===== config.mk =====
export PLATFORM = sky130hd
export DESIGN_NAME = team_04
export DESIGN_NICKNAME = d
export VERILOG_FILES = /design/src/common/t04_pkg.sv /design/src/rtl/keypad/t04_key_logger.sv /design/src/rtl/keypad/t04_keypad_scan.sv /design/src/rtl/screen/t04_screen_refresh.sv /design/src/rtl/t04_wb_arbiter.sv /design/src/rtl/team_04.sv
export SDC_FILE = /design/constraint.sdc
export NUM_CORES = 1
export LEC_CHECK = 0
export BUFFER_PORTS_ARGS = -buffer_cell sky130_fd_sc_hd__buf_2
export CORE_ASPECT_RATIO = 1.75
export CORE_MARGIN = 3
export CORE_UTILIZATION = 40
export CTS_BUF_LIST = sky130_fd_sc_hd__clkbuf_8
export CTS_CLUSTER_SIZE = 40
export DETAILED_ROUTE_END_ITERATION = 8
export PLACE_DENSITY = 0.76
export SYNTH_ARGS = -nofsm -noshare
export SYNTH_HDL_FRONTEND = slang
export SYNTH_SLANG_ARGS = --single-unit

===== constraint.sdc =====
create_clock -name clk -period 3.7 [get_ports clk]
set_input_delay 0.74 -clock clk [delete_from_list [all_inputs] [get_ports clk]]
set_output_delay 0.74 -clock clk [all_outputs]
set_load 0.02 [all_outputs]

===== src/common/t04_pkg.sv =====
/*
 * Shared definitions for the keypad and display slice
 * Bus master names, refresh and arbiter state encodings
 * Key-code width and the screen memory-write command
 */

package t04_pkg;

    // Bus masters behind the arbiter
    typedef enum logic {
        MASTER_KEYPAD = 1'b0,
        MASTER_SCREEN = 1'b1
    } t04_master_e;

    // Refresh engine states
    typedef enum logic [2:0] {
        SCR_IDLE    = 3'd0,
        SCR_CMD     = 3'd1,
        SCR_FETCH   = 3'd2,
        SCR_WAIT    = 3'd3,
        SCR_BYTE_LO = 3'd4,
        SCR_BYTE_HI = 3'd5
    } t04_scr_state_e;

    // Wishbone cycle engine states
    typedef enum logic {
        ARB_IDLE = 1'b0,
        ARB_BUS  = 1'b1
    } t04_arb_state_e;

    // Key code is {row index, column index}
    localparam int T04_KEY_W = 4;

    // Memory write command, sent with dcx low
    localparam logic [7:0] T04_CMD_MEM_WRITE = 8'h2C;

endpackage


===== src/rtl/keypad/t04_key_logger.sv =====
/*
 * Key press logger
 * Writes each key code into a ring buffer through the arbiter
 */

module t04_key_logger #(
    parameter logic [31:0] LOG_BASE  = 32'h0000_1000,
    parameter int          LOG_DEPTH = 8
) (
    input  logic                          clk,
    input  logic                          rst_n,
    input  logic                          en,
    input  logic                          key_stb,
    input  logic [t04_pkg::T04_KEY_W-1:0] key_code,
    output logic                          req,
    output logic [31:0]                   adr,
    output logic [31:0]                   dat,
    output logic                          we,
    input  logic                          done
);
    import t04_pkg::*;

    // LOG_DEPTH is a power of two, so the pointer wraps by itself
    localparam int PTR_W = $clog2(LOG_DEPTH);

    logic [PTR_W-1:0] ptr;
    logic             busy;
    logic             start;

    // Strobe during an open write is lost
    assign start = key_stb && !busy;

    // Log port only writes
    assign we = 1'b1;

    always_ff @(posedge clk or negedge rst_n) begin
        if (!rst_n) begin
            ptr  <= '0;
            busy <= 1'b0;
            req  <= 1'b0;
        end else if (!en) begin
            ptr  <= '0;
            busy <= 1'b0;
            req  <= 1'b0;
        end else begin
            req <= start;
            if (start) begin
                busy <= 1'b1;
            end else if (done) begin
                busy <= 1'b0;
                ptr  <= ptr + 1'b1;
            end
        end
    end

    // Word slot at LOG_BASE + 4 * ptr
    always_ff @(posedge clk) begin
        if (start) begin
            adr <= LOG_BASE + (32'(ptr) << 2);
            dat <= {{(32 - T04_KEY_W){1'b0}}, key_code};
        end
    end

endmodule


===== src/rtl/keypad/t04_keypad_scan.sv =====
/*
 * 4x4 keypad scanner
 * One-hot column drive, row sampling per slot, scan-level debounce
 * Emits one key strobe per debounced press
 */

module t04_keypad_scan #(
    parameter int SCAN_DIV = 16
) (
    input  logic                          clk,
    input  logic                          rst_n,
    input  logic                          en,
    input  logic [3:0]                    row,
    output logic [3:0]                    column,
    output logic                          key_stb,
    output logic [t04_pkg::T04_KEY_W-1:0] key_code
);
    import t04_pkg::*;

    localparam int CNT_W = $clog2(SCAN_DIV);

    logic [CNT_W-1:0]     slot_cnt;
    logic [1:0]           col_idx;
    logic [1:0]           col_nxt;
    logic                 slot_end;
    logic                 scan_end;
    logic [3:0]           row_meta;
    logic [3:0]           row_sync;
    logic [1:0]           row_idx;
    logic                 row_hit;
    logic                 scan_hit;
    logic [T04_KEY_W-1:0] scan_code;
    logic                 cur_hit;
    logic [T04_KEY_W-1:0] cur_code;
    logic                 prev_valid;
    logic [T04_KEY_W-1:0] prev_code;
    logic                 armed;
    logic                 press;

    // Slot and scan boundaries
    assign slot_end = (slot_cnt == CNT_W'(SCAN_DIV - 1));
    assign scan_end = slot_end && (col_idx == 2'd3);
    assign col_nxt  = slot_end ? col_idx + 2'd1 : col_idx;

    // Lowest active row wins
    always_comb begin
        row_idx = 2'd0;
        for (int i = 3; i >= 0; i--) begin
            if (row_sync[i]) row_idx = 2'(i);
        end
    end

    // Row seen in the last cycle of the slot
    assign row_hit  = slot_end && (|row_sync);
    // Result of the scan that ends now, earliest hit kept
    assign cur_hit  = scan_hit || row_hit;
    assign cur_code = scan_hit ? scan_code : {row_idx, col_idx};
    // Same key twice in a row, and released before
    assign press    = scan_end && cur_hit && armed && prev_valid && (prev_code == cur_code);

    always_ff @(posedge clk or negedge rst_n) begin
        if (!rst_n) begin
            slot_cnt   <= '0;
            col_idx    <= 2'd0;
            column     <= 4'b0000;
            row_meta   <= 4'b0000;
            row_sync   <= 4'b0000;
            scan_hit   <= 1'b0;
            prev_valid <= 1'b0;
            armed      <= 1'b1;
            key_stb    <= 1'b0;
        end else if (!en) begin
            slot_cnt   <= '0;
            col_idx    <= 2'd0;
            column     <= 4'b0000;
            row_meta   <= 4'b0000;
            row_sync   <= 4'b0000;
            scan_hit   <= 1'b0;
            prev_valid <= 1'b0;
            armed      <= 1'b1;
            key_stb    <= 1'b0;
        end else begin
            // Rows come straight off the pads
            row_meta <= row;
            row_sync <= row_meta;
            key_stb  <= press;
            slot_cnt <= slot_end ? '0 : slot_cnt + 1'b1;
            col_idx  <= col_nxt;
            column   <= 4'b0001 << col_nxt;
            if (scan_end) begin
                scan_hit   <= 1'b0;
                prev_valid <= cur_hit;
                // Empty scan re-arms
                if (!cur_hit) begin
                    armed <= 1'b1;
                end else if (press) begin
                    armed <= 1'b0;
                end
            end else if (row_hit) begin
                scan_hit <= 1'b1;
            end
        end
    end

    // Codes, qualified by the flags above
    always_ff @(posedge clk) begin
        if (row_hit && !scan_hit) scan_code <= {row_idx, col_idx};
        if (scan_end) prev_code <= cur_code;
        if (press) key_code <= cur_code;
    end

endmodule


===== src/rtl/screen/t04_screen_refresh.sv =====
/*
 * Framebuffer refresh engine
 * Command byte, word fetches through the arbiter
 * Byte serializer for the 8080 screen bus
 */

module t04_screen_refresh #(
    parameter logic [31:0] FB_BASE  = 32'h0000_2000,
    parameter int          FB_WORDS = 4
) (
    input  logic        clk,
    input  logic        rst_n,
    input  logic        en,
    output logic        req,
    output logic [31:0] adr,
    input  logic        done,
    input  logic [31:0] rdat,
    output logic        csx,
    output logic        dcx,
    output logic        wrx,
    output logic [7:0]  screen_data
);
    import t04_pkg::*;

    localparam int WI_W = (FB_WORDS > 1) ? $clog2(FB_WORDS) : 1;

    t04_scr_state_e  state;
    logic [WI_W-1:0] word_idx;
    logic [1:0]      byte_idx;
    logic [31:0]     word;
    logic            last_word;
    logic            more_bytes;

    assign last_word  = (word_idx == WI_W'(FB_WORDS - 1));
    assign more_bytes = (byte_idx != 2'd3);

    always_ff @(posedge clk or negedge rst_n) begin
        if (!rst_n) begin
            state       <= SCR_IDLE;
            word_idx    <= '0;
            byte_idx    <= 2'd0;
            req         <= 1'b0;
            csx         <= 1'b1;
            dcx         <= 1'b1;
            wrx         <= 1'b1;
            screen_data <= 8'h00;
        end else if (!en) begin
            state       <= SCR_IDLE;
            word_idx    <= '0;
            byte_idx    <= 2'd0;
            req         <= 1'b0;
            csx         <= 1'b1;
            dcx         <= 1'b1;
            wrx         <= 1'b1;
            screen_data <= 8'h00;
        end else begin
            req <= 1'b0;
            case (state)
                // csx has been high one cycle, open the frame
                SCR_IDLE: begin
                    csx         <= 1'b0;
                    dcx         <= 1'b0;
                    wrx         <= 1'b0;
                    screen_data <= T04_CMD_MEM_WRITE;
                    word_idx    <= '0;
                    state       <= SCR_CMD;
                end
                SCR_CMD: begin
                    wrx   <= 1'b1;
                    state <= SCR_FETCH;
                end
                SCR_FETCH: begin
                    req   <= 1'b1;
                    state <= SCR_WAIT;
                end
                // Low byte goes out as soon as the word lands
                SCR_WAIT: begin
                    if (done) begin
                        dcx         <= 1'b1;
                        wrx         <= 1'b0;
                        screen_data <= rdat[7:0];
                        byte_idx    <= 2'd0;
                        state       <= SCR_BYTE_LO;
                    end
                end
                SCR_BYTE_LO: begin
                    wrx   <= 1'b1;
                    state <= SCR_BYTE_HI;
                end
                SCR_BYTE_HI: begin
                    if (more_bytes) begin
                        byte_idx    <= byte_idx + 2'd1;
                        wrx         <= 1'b0;
                        screen_data <= word[15:8];
                        state       <= SCR_BYTE_LO;
                    end else if (!last_word) begin
                        word_idx <= word_idx + 1'b1;
                        state    <= SCR_FETCH;
                    end else begin
                        // End of frame
                        csx   <= 1'b1;
                        state <= SCR_IDLE;
                    end
                end
                default: state <= SCR_IDLE;
            endcase
        end
    end

    // Read address and byte shifter
    always_ff @(posedge clk) begin
        if (state == SCR_FETCH) adr <= FB_BASE + (32'(word_idx) << 2);
        if (state == SCR_WAIT && done) begin
            word <= rdat;
        end else if (state == SCR_BYTE_HI && more_bytes) begin
            word <= {8'h00, word[31:8]};
        end
    end

endmodule


===== src/rtl/t04_wb_arbiter.sv =====
/*
 * Two-port round-robin arbiter
 * Pending latches per port and the Wishbone cycle engine
 */

module t04_wb_arbiter (
    input  logic        clk,
    input  logic        rst_n,
    input  logic        en,
    input  logic        kp_req,
    input  logic [31:0] kp_adr,
    input  logic [31:0] kp_dat,
    input  logic        kp_we,
    output logic        kp_done,
    input  logic        sc_req,
    input  logic [31:0] sc_adr,
    output logic        sc_done,
    output logic [31:0] sc_rdat,
    input  logic        ack,
    input  logic [31:0] dat_i,
    output logic        cyc,
    output logic        stb,
    output logic        we,
    output logic [3:0]  sel,
    output logic [31:0] adr,
    output logic [31:0] dat_o
);
    import t04_pkg::*;

    t04_arb_state_e state;
    t04_master_e    owner;
    t04_master_e    prio;
    t04_master_e    pick;
    logic           kp_pend;
    logic           sc_pend;
    logic           grant;
    logic [31:0]    kp_adr_q;
    logic [31:0]    kp_dat_q;
    logic           kp_we_q;
    logic [31:0]    sc_adr_q;

    // Full word lanes only
    assign sel = 4'hF;

    // Both pending, prio decides; otherwise whoever waits
    always_comb begin
        if (kp_pend && sc_pend) begin
            pick = prio;
        end else if (sc_pend) begin
            pick = MASTER_SCREEN;
        end else begin
            pick = MASTER_KEYPAD;
        end
    end

    assign grant = (state == ARB_IDLE) && (kp_pend || sc_pend);

    always_ff @(posedge clk or negedge rst_n) begin
        if (!rst_n) begin
            state   <= ARB_IDLE;
            owner   <= MASTER_KEYPAD;
            prio    <= MASTER_KEYPAD;
            kp_pend <= 1'b0;
            sc_pend <= 1'b0;
            cyc     <= 1'b0;
            stb     <= 1'b0;
            we      <= 1'b0;
            kp_done <= 1'b0;
            sc_done <= 1'b0;
        end else if (!en) begin
            state   <= ARB_IDLE;
            owner   <= MASTER_KEYPAD;
            prio    <= MASTER_KEYPAD;
            kp_pend <= 1'b0;
            sc_pend <= 1'b0;
            cyc     <= 1'b0;
            stb     <= 1'b0;
            we      <= 1'b0;
            kp_done <= 1'b0;
            sc_done <= 1'b0;
        end else begin
            kp_done <= 1'b0;
            sc_done <= 1'b0;
            case (state)
                ARB_IDLE: begin
                    if (grant) begin
                        cyc   <= 1'b1;
                        stb   <= 1'b1;
                        we    <= (pick == MASTER_KEYPAD) && kp_we_q;
                        owner <= pick;
                        // Other port goes first next time
                        prio  <= t04_master_e'(~pick);
                        state <= ARB_BUS;
                    end
                end
                // Hold the cycle until the slave acknowledges
                ARB_BUS: begin
                    if (ack) begin
                        cyc     <= 1'b0;
                        stb     <= 1'b0;
                        we      <= 1'b0;
                        kp_done <= (owner == MASTER_KEYPAD);
                        sc_done <= (owner == MASTER_SCREEN);
                        state   <= ARB_IDLE;
                    end
                end
                default: state <= ARB_IDLE;
            endcase
            if (grant && pick == MASTER_KEYPAD) kp_pend <= 1'b0;
            if (grant && pick == MASTER_SCREEN) sc_pend <= 1'b0;
            // Masters never strobe while pending
            if (kp_req) kp_pend <= 1'b1;
            if (sc_req) sc_pend <= 1'b1;
        end
    end

    // Latched requests, bus payload, read data
    always_ff @(posedge clk) begin
        if (kp_req) begin
            kp_adr_q <= kp_adr;
            kp_dat_q <= kp_dat;
            kp_we_q  <= kp_we;
        end
        if (sc_req) sc_adr_q <= sc_adr;
        if (grant) begin
            adr   <= (pick == MASTER_KEYPAD) ? kp_adr_q : sc_adr_q;
            dat_o <= (pick == MASTER_KEYPAD) ? kp_dat_q : 32'h0;
        end
        if (state == ARB_BUS && ack) sc_rdat <= dat_i;
    end

endmodule


===== src/rtl/team_04.sv =====
/*
 * Chip top level for the keypad and display slice
 * GPIO pin map, keypad scanner and logger, refresh engine, arbiter
 */

module team_04 #(
    parameter int          SCAN_DIV  = 16,
    parameter logic [31:0] LOG_BASE  = 32'h0000_1000,
    parameter int          LOG_DEPTH = 8,
    parameter logic [31:0] FB_BASE   = 32'h0000_2000,
    parameter int          FB_WORDS  = 4
) (
    input  logic        clk,
    input  logic        rst_n,
    input  logic        en,
    output logic [31:0] ADR_O,
    output logic [31:0] DAT_O,
    output logic [3:0]  SEL_O,
    output logic        WE_O,
    output logic        STB_O,
    output logic        CYC_O,
    input  logic [31:0] DAT_I,
    input  logic        ACK_I,
    input  logic [33:0] gpio_in,
    output logic [33:0] gpio_out,
    output logic [33:0] gpio_oeb
);
    import t04_pkg::*;

    // Keypad
    logic [3:0]           row;
    logic [3:0]           column;
    logic                 key_stb;
    logic [T04_KEY_W-1:0] key_code;

    // Screen pins
    logic       screen_csx;
    logic       screen_dcx;
    logic       screen_wrx;
    logic [7:0] screen_data;

    // Master ports
    logic        kp_req;
    logic [31:0] kp_adr;
    logic [31:0] kp_dat;
    logic        kp_we;
    logic        kp_done;
    logic        sc_req;
    logic [31:0] sc_adr;
    logic        sc_done;
    logic [31:0] sc_rdat;

    // Pin directions, oeb is active low
    assign {gpio_oeb[33:20], gpio_oeb[0]} = '1;
    assign {gpio_oeb[19:9], gpio_oeb[4:1]} = '0;
    assign gpio_oeb[8:5] = '1;

    // Unused and input pins drive 0
    assign {gpio_out[33:20], gpio_out[8:5], gpio_out[0]} = '0;

    assign gpio_out[4:1]  = column;
    assign row            = gpio_in[8:5];
    // csx on pin 9 up to data[7] on pin 19
    assign gpio_out[19:9] = {screen_data, screen_wrx, screen_dcx, screen_csx};

    t04_keypad_scan #(.SCAN_DIV(SCAN_DIV)) keypad (
        .clk(clk), .rst_n(rst_n), .en(en),
        .row(row), .column(column),
        .key_stb(key_stb), .key_code(key_code)
    );

    t04_key_logger #(.LOG_BASE(LOG_BASE), .LOG_DEPTH(LOG_DEPTH)) logger (
        .clk(clk), .rst_n(rst_n), .en(en),
        .key_stb(key_stb), .key_code(key_code),
        .req(kp_req), .adr(kp_adr), .dat(kp_dat), .we(kp_we), .done(kp_done)
    );

    t04_screen_refresh #(.FB_BASE(FB_BASE), .FB_WORDS(FB_WORDS)) screen (
        .clk(clk), .rst_n(rst_n), .en(en),
        .req(sc_req), .adr(sc_adr), .done(sc_done), .rdat(sc_rdat),
        .csx(screen_csx), .dcx(screen_dcx), .wrx(screen_wrx),
        .screen_data(screen_data)
    );

    t04_wb_arbiter arbiter (
        .clk(clk), .rst_n(rst_n), .en(en),
        .kp_req(kp_req), .kp_adr(kp_adr), .kp_dat(kp_dat), .kp_we(kp_we),
        .kp_done(kp_done),
        .sc_req(sc_req), .sc_adr(sc_adr), .sc_done(sc_done), .sc_rdat(sc_rdat),
        .ack(ACK_I), .dat_i(DAT_I),
        .cyc(CYC_O), .stb(STB_O), .we(WE_O), .sel(SEL_O),
        .adr(ADR_O), .dat_o(DAT_O)
    );

endmodule


==> results.env, run 1 <==
POST-DP-HPWL_MM=7.19
TIMING.CRITICAL_PATH.REQUIRED_NS=3.79
DIE_AREA_MM2=0.0182
USE_MET2=0.208
STARTING_DRC_COUNT_IN_DETAILED_ROUTING=200
CTS_TREE='built'
LEAKAGE_nW=3.27
DRT-PASS1-ITER-COUNT=4
CRIT_PATH_END_KIND='flop'
DRT-WIRELENGTH-PER-CELL_UM=11.9
CLOCK_INSERTION_DELAY_WORST_SKEW_NS=0.44
FMAX_MHz=424
POST_CTS_RESIZE_COUNT=0
MAX-CAP-VIOLATIONS=0
AVGSYNTHCELLAREA_UM2=12.1
CTS.SINK_COUNT=150
YOSYSSEQAREASHARE=0.638
GRT_UTIL_MET3=0.0261
MAXIMUM_NUMBER_OF_PINS_ON_ONE_NET_BEFORE_GLOBAL_ROUTE_REPAIR=46
CTS.HTREE.LEVELS=4
GLOBALROUTEMET1UTIL=0.121
P_SW_FRAC=0.258
GRT_SETUP_UNREPAIRED='no'
VIA_COUNT=3629
IO_PINS=209
POWER_DENSITY_mW_PER_MM2=467
CTS_ROOT_BUF='sky130_fd_sc_hd__clkbuf_8'
POWER.SHARE.COMBINATIONAL=0.068
TIMING.SETUP.TNS_NS=0
FINAL_MIN_PERIOD_OVER_CLOCK_PERIOD=0.637
FINAL-MAX-SLEW-VIOLATION-COUNT=0
REMAINING_ANTENNA_VIOLATION_COUNT_AFTER_ROUTING=0
POSTSYNTHCELLCOUNT=547
HP-CLASS='primary input to asynchronous set/reset pin'
SYNTH-ASYNC-RESET-RATIO=0.367
MOST_FREQUENT_STANDARD_CELL_IN_THE_LAYOUT_EXCLUDING_FILL_AND_TAP_CELLS='sky130_fd_sc_hd__conb_1'
CLOCK_NETWORK_FRACTION_OF_DESIGN_POWER=0.387
SYNTH_FLOP_CELL='sky130_fd_sc_hd__edfxtp_1'
CHIPWIDTH_UM=103
FINALHOLDVIOLCOUNT=0
TOTAL_POWER_mW=3.35
FRACTION_OF_LAYOUT_INSTANCES_USING_A_DRIVE_STRENGTH_ABOVE_1=0.183
COREAREA_MM2=0.0161
MOST-COMMON-LAYOUT-CELLS='112 x sky130_fd_sc_hd__conb_1, 95 x sky130_fd_sc_hd__edfxtp_1, 87 x sky130_fd_sc_hd__nand2_1'
MAX-SLEW-MARGIN-REL=0.469
TOTAL_CLOCK_BUFFERS_CREATED_BY_CTS=17
CRIT_PATH_MAX_FANOUT=9
DETAIL_ROUTE.DRC_VIOLATIONS=0
GLOBAL_ROUTE_WIRE_LENGTH_BEFORE_REPAIR_MM=16.0
CRIT-REG2REG-LAUNCH='keypad.slot_cnt[0]'
GLOBAL_ROUTE.PEAK_USAGE_LAYER='met2'
YS_FF_LATCH=150
FINALCRITICALPERIOD_NS=2.36
FINALCLOCKSKEW_NS=0.0132
FIRST_GLOBAL_VIAS=3395
WORST-ENDPOINT-ARRIVAL_NS=2.45
LAYOUT.NETS=690
WORSTSETUPPATHTYPE='flop to flop'
P_SEQ_FRAC=0.545
IR_WORST_VDD_uV=270
REG2REG_SLACK_NS=1.34
GR-USAGE-ALL-LAYERS=0.116
SYNTH_CELL_TYPE_COUNT=46
POWER.INTERNAL_mW=2.48
FP-ROW-COUNT=61
PORT_BUFFERS=66
CTS_MAX_PATH_BUFFERS=2
GR-TOTAL-OVERFLOW=0
AVGVIACOUNTPERCELL=4.27
POST_PLACE_INSTANCE_AREA_MM2=0.00676
DIE-HEIGHT_UM=176
NUMBER_OF_ENABLE_TYPE_REGISTER_CELLS_IN_THE_SYNTHESIZED_NETLIST=95
TIMING.HOLD.WS_NS=0.371
TIMING.FINAL.SETUP_VIOLATIONS=0
TIMING.CRITICAL_PATH.FROM_TYPE='flop'
YOSYSWARNINGCOUNT=0
FINALINSTANCEAREA_MM2=0.00718
WIRELENGTH_MM=10.1
AREA.GROWTH.SYNTH_TO_FINAL_PCT=8.14
SYNTHESIS.AREA_MM2=0.00664
WORST-SLEW-PIN-TRANSITION_NS=0.796
GP_CONGESTION=0.754
NFILLCELLS=1458
START_UTIL=0.412
TIMING.CRITICAL_PATH.FROM='keypad.slot_cnt[0]'
RESULT_OF_THE_RUN='finished clean'
CLKTRANSATPATHREGS_NS=0.09
GRT_ANTENNA_BEFORE_REPAIR=1
SETUP_FIX_BUFFERS_ADDED_AFTER_CLOCK_TREE_SYNTHESIS=0
NET-SWITCHING-POWER_mW=0.866
CTS_HOLD_BUFFERS=0
==> flip-flops by register name (all words and copies together), names as in the netlist, 3 cells and up <==
| name | flops |
|---|---|
| keypad.prev_code | 4 |
| arbiter.kp_dat_q | 4 |
| arbiter.dat_o | 4 |
| keypad.row_sync | 4 |
| keypad.slot_cnt | 4 |
| logger.adr | 3 |
| arbiter.adr | 5 |
| logger.dat | 4 |
| screen.state | 3 |
| keypad.column | 4 |
| arbiter.kp_adr_q | 3 |
| arbiter.sc_rdat | 32 |
| screen.screen_data | 8 |
| keypad.key_code | 4 |
| keypad.row_meta | 4 |
| screen.word | 24 |
| keypad.scan_code | 4 |
| logger.ptr | 3 |
==> cells in the mapped netlist, types with 3 or more instances <==
cell                       number  area [um2]
sky130_fd_sc_hd__xor2_1         5        43.8
sky130_fd_sc_hd__inv_1         11        41.3
sky130_fd_sc_hd__dfstp_2        4         105
sky130_fd_sc_hd__o21ai_0       16        80.1
sky130_fd_sc_hd__buf_4        116         871
sky130_fd_sc_hd__a22oi_1        6        45.0
sky130_fd_sc_hd__xnor2_1        4        35.0
sky130_fd_sc_hd__o21ai_1        3        15.0
sky130_fd_sc_hd__and2_1        29         181
sky130_fd_sc_hd__a21oi_1       12        60.1
sky130_fd_sc_hd__a21boi_1       3        22.5
sky130_fd_sc_hd__nand2_1       87         327
sky130_fd_sc_hd__nor2b_1       10        62.6
sky130_fd_sc_hd__o22ai_1        4        25.0
sky130_fd_sc_hd__nand2b_1      10        62.6
sky130_fd_sc_hd__nand3_1        6        30.0
sky130_fd_sc_hd__edfxtp_1      95        2850
sky130_fd_sc_hd__clkbuf_1      15        56.3
sky130_fd_sc_hd__nor2_1        15        56.3
sky130_fd_sc_hd__and3_1         5        31.3
sky130_fd_sc_hd__nor3_1         3        15.0
sky130_fd_sc_hd__dfrtp_1       51        1280
sky130_fd_sc_hd__ha_1           5        62.6
==> kinds of logic after synthesis <==
group           share of synthesized area
fa+ha+maj                         0.00942
mux                               0.00603
other cells                       0.00113
compound gates                     0.0552
flops                               0.638
buf+inv                             0.148
xor+xnor                           0.0119
simple gates                        0.130
==> power by group through the flow <==
stage / Combinational [mW] / Sequential, mW / Clock [mW]
floorplan: 0.258 / 1.86 / 0
global placement: 0.225 / 1.86 / 0
detailed placement: 0.228 / 1.86 / 0
CTS: 0.228 / 1.82 / 1.33
global route: 0.257 / 1.83 / 1.40
finish: 0.228 / 1.82 / 1.30
==> metal layers <==
metal,vias to the layer above,share of wire
met4,0,0.022
met5,-,0
met2,160,0.54
met1,1699,0.36
met3,16,0.070
li1,1754,-
==> critical path, cell delays in order, from the launching register on <==
cell and delay, ns:
sky130_fd_sc_hd__dfrtp_1 0.41, sky130_fd_sc_hd__ha_1 0.23, sky130_fd_sc_hd__and3_1 0.38, sky130_fd_sc_hd__a21oi_1 0.15, sky130_fd_sc_hd__or4_4 0.52, sky130_fd_sc_hd__nor4_4 0.34
==> final timing paths <==
check / endpoint / cells after the start
setup / recovery: keypad.key_code[0] / 5
hold / removal: screen.screen_data[7] / 1
setup reg to reg: keypad.key_code[0] / 5
hold reg to reg: arbiter.kp_dat_q[2] / 0
max in group asynchronous: keypad.armed / 2
min in group clk: arbiter.kp_dat_q[2] / 0
==> stage by stage <==
stage | setup WS, ns | instances | util
floorplan | 0.752 | 657 | -
global placement | 1.37 | 816 | 0.420
detailed placement | 1.32 | 816 | 0.420
CTS | 1.33 | 848 | 0.446
global route | 1.19 | 849 | 0.446
finish | 1.34 | 849 | 0.446
==> final cells by class <==
| class | count | area [um2] | share of cell area |
|---|---|---|---|
| clock buffers | 17 | 234 | 0.0326 |
| flip-flops and latches | 150 | 4230 | 0.590 |
| repair buffers | 72 | 375 | 0.0523 |
| clock inverters | 15 | 180 | 0.0251 |
| multi-input cells | 363 | 1840 | 0.256 |
| inverters | 11 | 41.3 | 0.00575 |
| well taps | 220 | 275 | 0.0383 |
| diodes | 1 | 2.50 | 0.000349 |
No activity file was read; power rests on OpenSTA's default activity.
==> run 2, diff against run 1 <==
Clock period 3.7 ns to 2.3 ns, I/O delays scaled along.
==> run 2 against run 1 <==
Effect of this change: power up 67%; clock skew up 0.0022 ns; clock power up 77%; non-clock buffer count up 5; sequential power up 61%; final cell count up 0.47%; via count up 0.50%; routed wire length down 0.93%; largest cell class unchanged.
==> results.env, run 2 (synthesized netlist as in run 1, its figures left out) <==
CHIPWIDTH_UM=103
DETAIL_ROUTE.DRC_VIOLATIONS=0
CRITICAL_PATH.SLOWEST_CELL='sky130_fd_sc_hd__nor4_4'
IO_PINS=209
CPLARGESTDELAYFAMILY='simple AND/OR/NAND/NOR gates'
WIRELENGTH_MM=10.1
MOST-COMMON-LAYOUT-CELLS='112 x sky130_fd_sc_hd__conb_1, 95 x sky130_fd_sc_hd__edfxtp_1, 87 x sky130_fd_sc_hd__nand2_1'
CTS_ROOT_BUF='sky130_fd_sc_hd__clkbuf_8'
FINALCRITICALPERIOD_NS=2.09
WORSTSETUPPATHDEPTH=5
MAX-SLEW-MARGIN-REL=0.392
TIMING.HOLD.WS_NS=0.189
HP-CLASS='primary input to flop'
GRT_ANTENNA_BEFORE_REPAIR=0
GP_CONGESTION=0.787
DRT-PASS1-ITER-COUNT=4
CRIT_PATH_MAX_FANOUT=8
POST_CTS_RESIZE_COUNT=0
FINALCLOCKSKEW_NS=0.0154
REMAINING_ANTENNA_VIOLATION_COUNT_AFTER_ROUTING=0
DRT-WIRELENGTH-PER-CELL_UM=11.8
ENDPOINT='keypad.key_code[1]'
WORST-SLEW-PIN-TRANSITION_NS=0.912
GR-USAGE-ALL-LAYERS=0.115
START_UTIL=0.412
FP-ROW-COUNT=61
VIA_COUNT=3647
CTS.HTREE.LEVELS=4
POST-DP-HPWL_MM=6.98
WORSTSETUPPATHTYPE='flop to flop'
TIMING.CRITICAL_PATH.REQUIRED_NS=2.40
LAYOUT.CORE_UTILIZATION=0.453
STARTING_DRC_COUNT_IN_DETAILED_ROUTING=146
FRACTION_OF_LAYOUT_INSTANCES_USING_A_DRIVE_STRENGTH_ABOVE_1=0.190
MAX-CAP-VIOLATIONS=0
FINAL_MIN_PERIOD_OVER_CLOCK_PERIOD=0.908
DIE_AREA_MM2=0.0182
WORSTPATHCELLLIST='buf_4 > nor2b_1 > a221oi_1 > xor2_1 > nor4_4'
TIMING.RR.END='keypad.key_code[1]'
LAYOUT.NETS=695
TOP_REGISTER='arbiter.sc_rdat'
COREAREA_MM2=0.0161
CLOCK_INSERTION_DELAY_WORST_SKEW_NS=0.44
TIMING.CRITICAL_PATH.FROM_TYPE='flop'
CLKTRANSATPATHREGS_NS=0.09
FMAX_MHz=479
DIE-HEIGHT_UM=176
MOST_FREQUENT_STANDARD_CELL_IN_THE_LAYOUT_EXCLUDING_FILL_AND_TAP_CELLS='sky130_fd_sc_hd__conb_1'
CRIT_PATH_END_KIND='flop'
TOTAL_POWER_mW=5.60
POWER_DENSITY_mW_PER_MM2=768
PORT_BUFFERS=66
CP_SLOWEST_STAGE_DELAY_NS=0.46
IR_WORST_VDD_uV=645
RR_WORST_DEPTH=5
CRIT-REG2REG-LAUNCH='keypad.scan_hit'
GR-TOTAL-OVERFLOW=0
TIMING.CRITICAL_PATH.FROM='keypad.scan_hit'
FIRST_GLOBAL_VIAS=3298
WORST-ENDPOINT-ARRIVAL_NS=2.18
GRT_SETUP_UNREPAIRED='no'
RESULT_OF_THE_RUN='finished clean'
INSERTEDDIODECOUNT=0
LEAKAGE_nW=3.32
CTS_TREE='built'
BIGGESTREGSBYFLOPS='arbiter.sc_rdat: 32 flops, screen.word: 24 flops, screen.screen_data: 8 flops'
SETUP_FIX_BUFFERS_ADDED_AFTER_CLOCK_TREE_SYNTHESIS=0
CTS_MAX_PATH_BUFFERS=2
TIMING.SETUP.TNS_NS=0
TOTAL_CLOCK_BUFFERS_CREATED_BY_CTS=17
CTS.SINK_COUNT=150
MAX_REG_FLOPS=32
REG2REG_SLACK_NS=0.21
PATH_BUF_INV=1
AVGVIACOUNTPERCELL=4.28
MAXIMUM_NUMBER_OF_PINS_ON_ONE_NET_BEFORE_GLOBAL_ROUTE_REPAIR=56
FINAL-MAX-SLEW-VIOLATION-COUNT=0
TIMING.FINAL.SETUP_VIOLATIONS=0
CTS_HOLD_BUFFERS=1
GLOBAL_ROUTE_WIRE_LENGTH_BEFORE_REPAIR_MM=16.0
AREA.GROWTH.SYNTH_TO_FINAL_PCT=9.91
FINALHOLDVIOLCOUNT=0
-- run 2: area by class of cell --
class                           instances  area [um2]
Multi-Input combinational cell        363        1840
Timing Repair Buffer                   77         440
Clock buffer                           17         234
Fill cell                            1456        8810
Clock inverter                         15         233
Sequential cell                       150        4230
Inverter                               11        41.3
Tap cell                              220         275
-- run 2: how the worst min path moves through the flow --
| stage | start | to | slack (ns) | depth (start not counted) |
|---|---|---|---|---|
| floorplan | rst_n | arbiter.cyc | 0.16 | 0 |
| global placement | logger.adr[4] | arbiter.kp_adr_q[4] | 0.40 | 0 |
| detailed placement | keypad.key_code[2] | logger.dat[2] | 0.41 | 0 |
| CTS | DAT_I[4] | arbiter.sc_rdat[4] | 0.16 | 1 |
| global route | DAT_I[0] | arbiter.sc_rdat[0] | 0.15 | 1 |
| finish | DAT_I[0] | arbiter.sc_rdat[0] | 0.19 | 1 |
-- run 2: worst reg2reg max path: cells and delay by family, from the launching register on --
family	cells	cell delay, ns
simple gates	2	0.59
flops	1	0.42
compound gates	1	0.39
buf+inv	1	0.18
xor+xnor	1	0.18
-- run 2: metrics by stage --
step,worst slack (ns),std cells,instance area [um2]
floorplan,0.240,657,7060
global placement,0.227,820,6820
detailed placement,0.196,820,6820
CTS,0.194,853,7300
global route,0.0673,853,7300
finish,0.213,853,7300
-- run 2: layer usage --
metal	wire, um	track usage	vias to the layer above
li1	-	-	1767
met1	3670	0.122	1718
met2	5500	0.206	151
met3	725	0.0336	11
met4	150	0.0454	0
met5	0	0	-
-- run 2: where the power goes --
group          internal (mW)  leakage (nW)  switching (mW)
Clock                   1.23         0.230            1.07
Combinational         0.0831          1.43           0.294
Sequential              2.90          1.66          0.0261
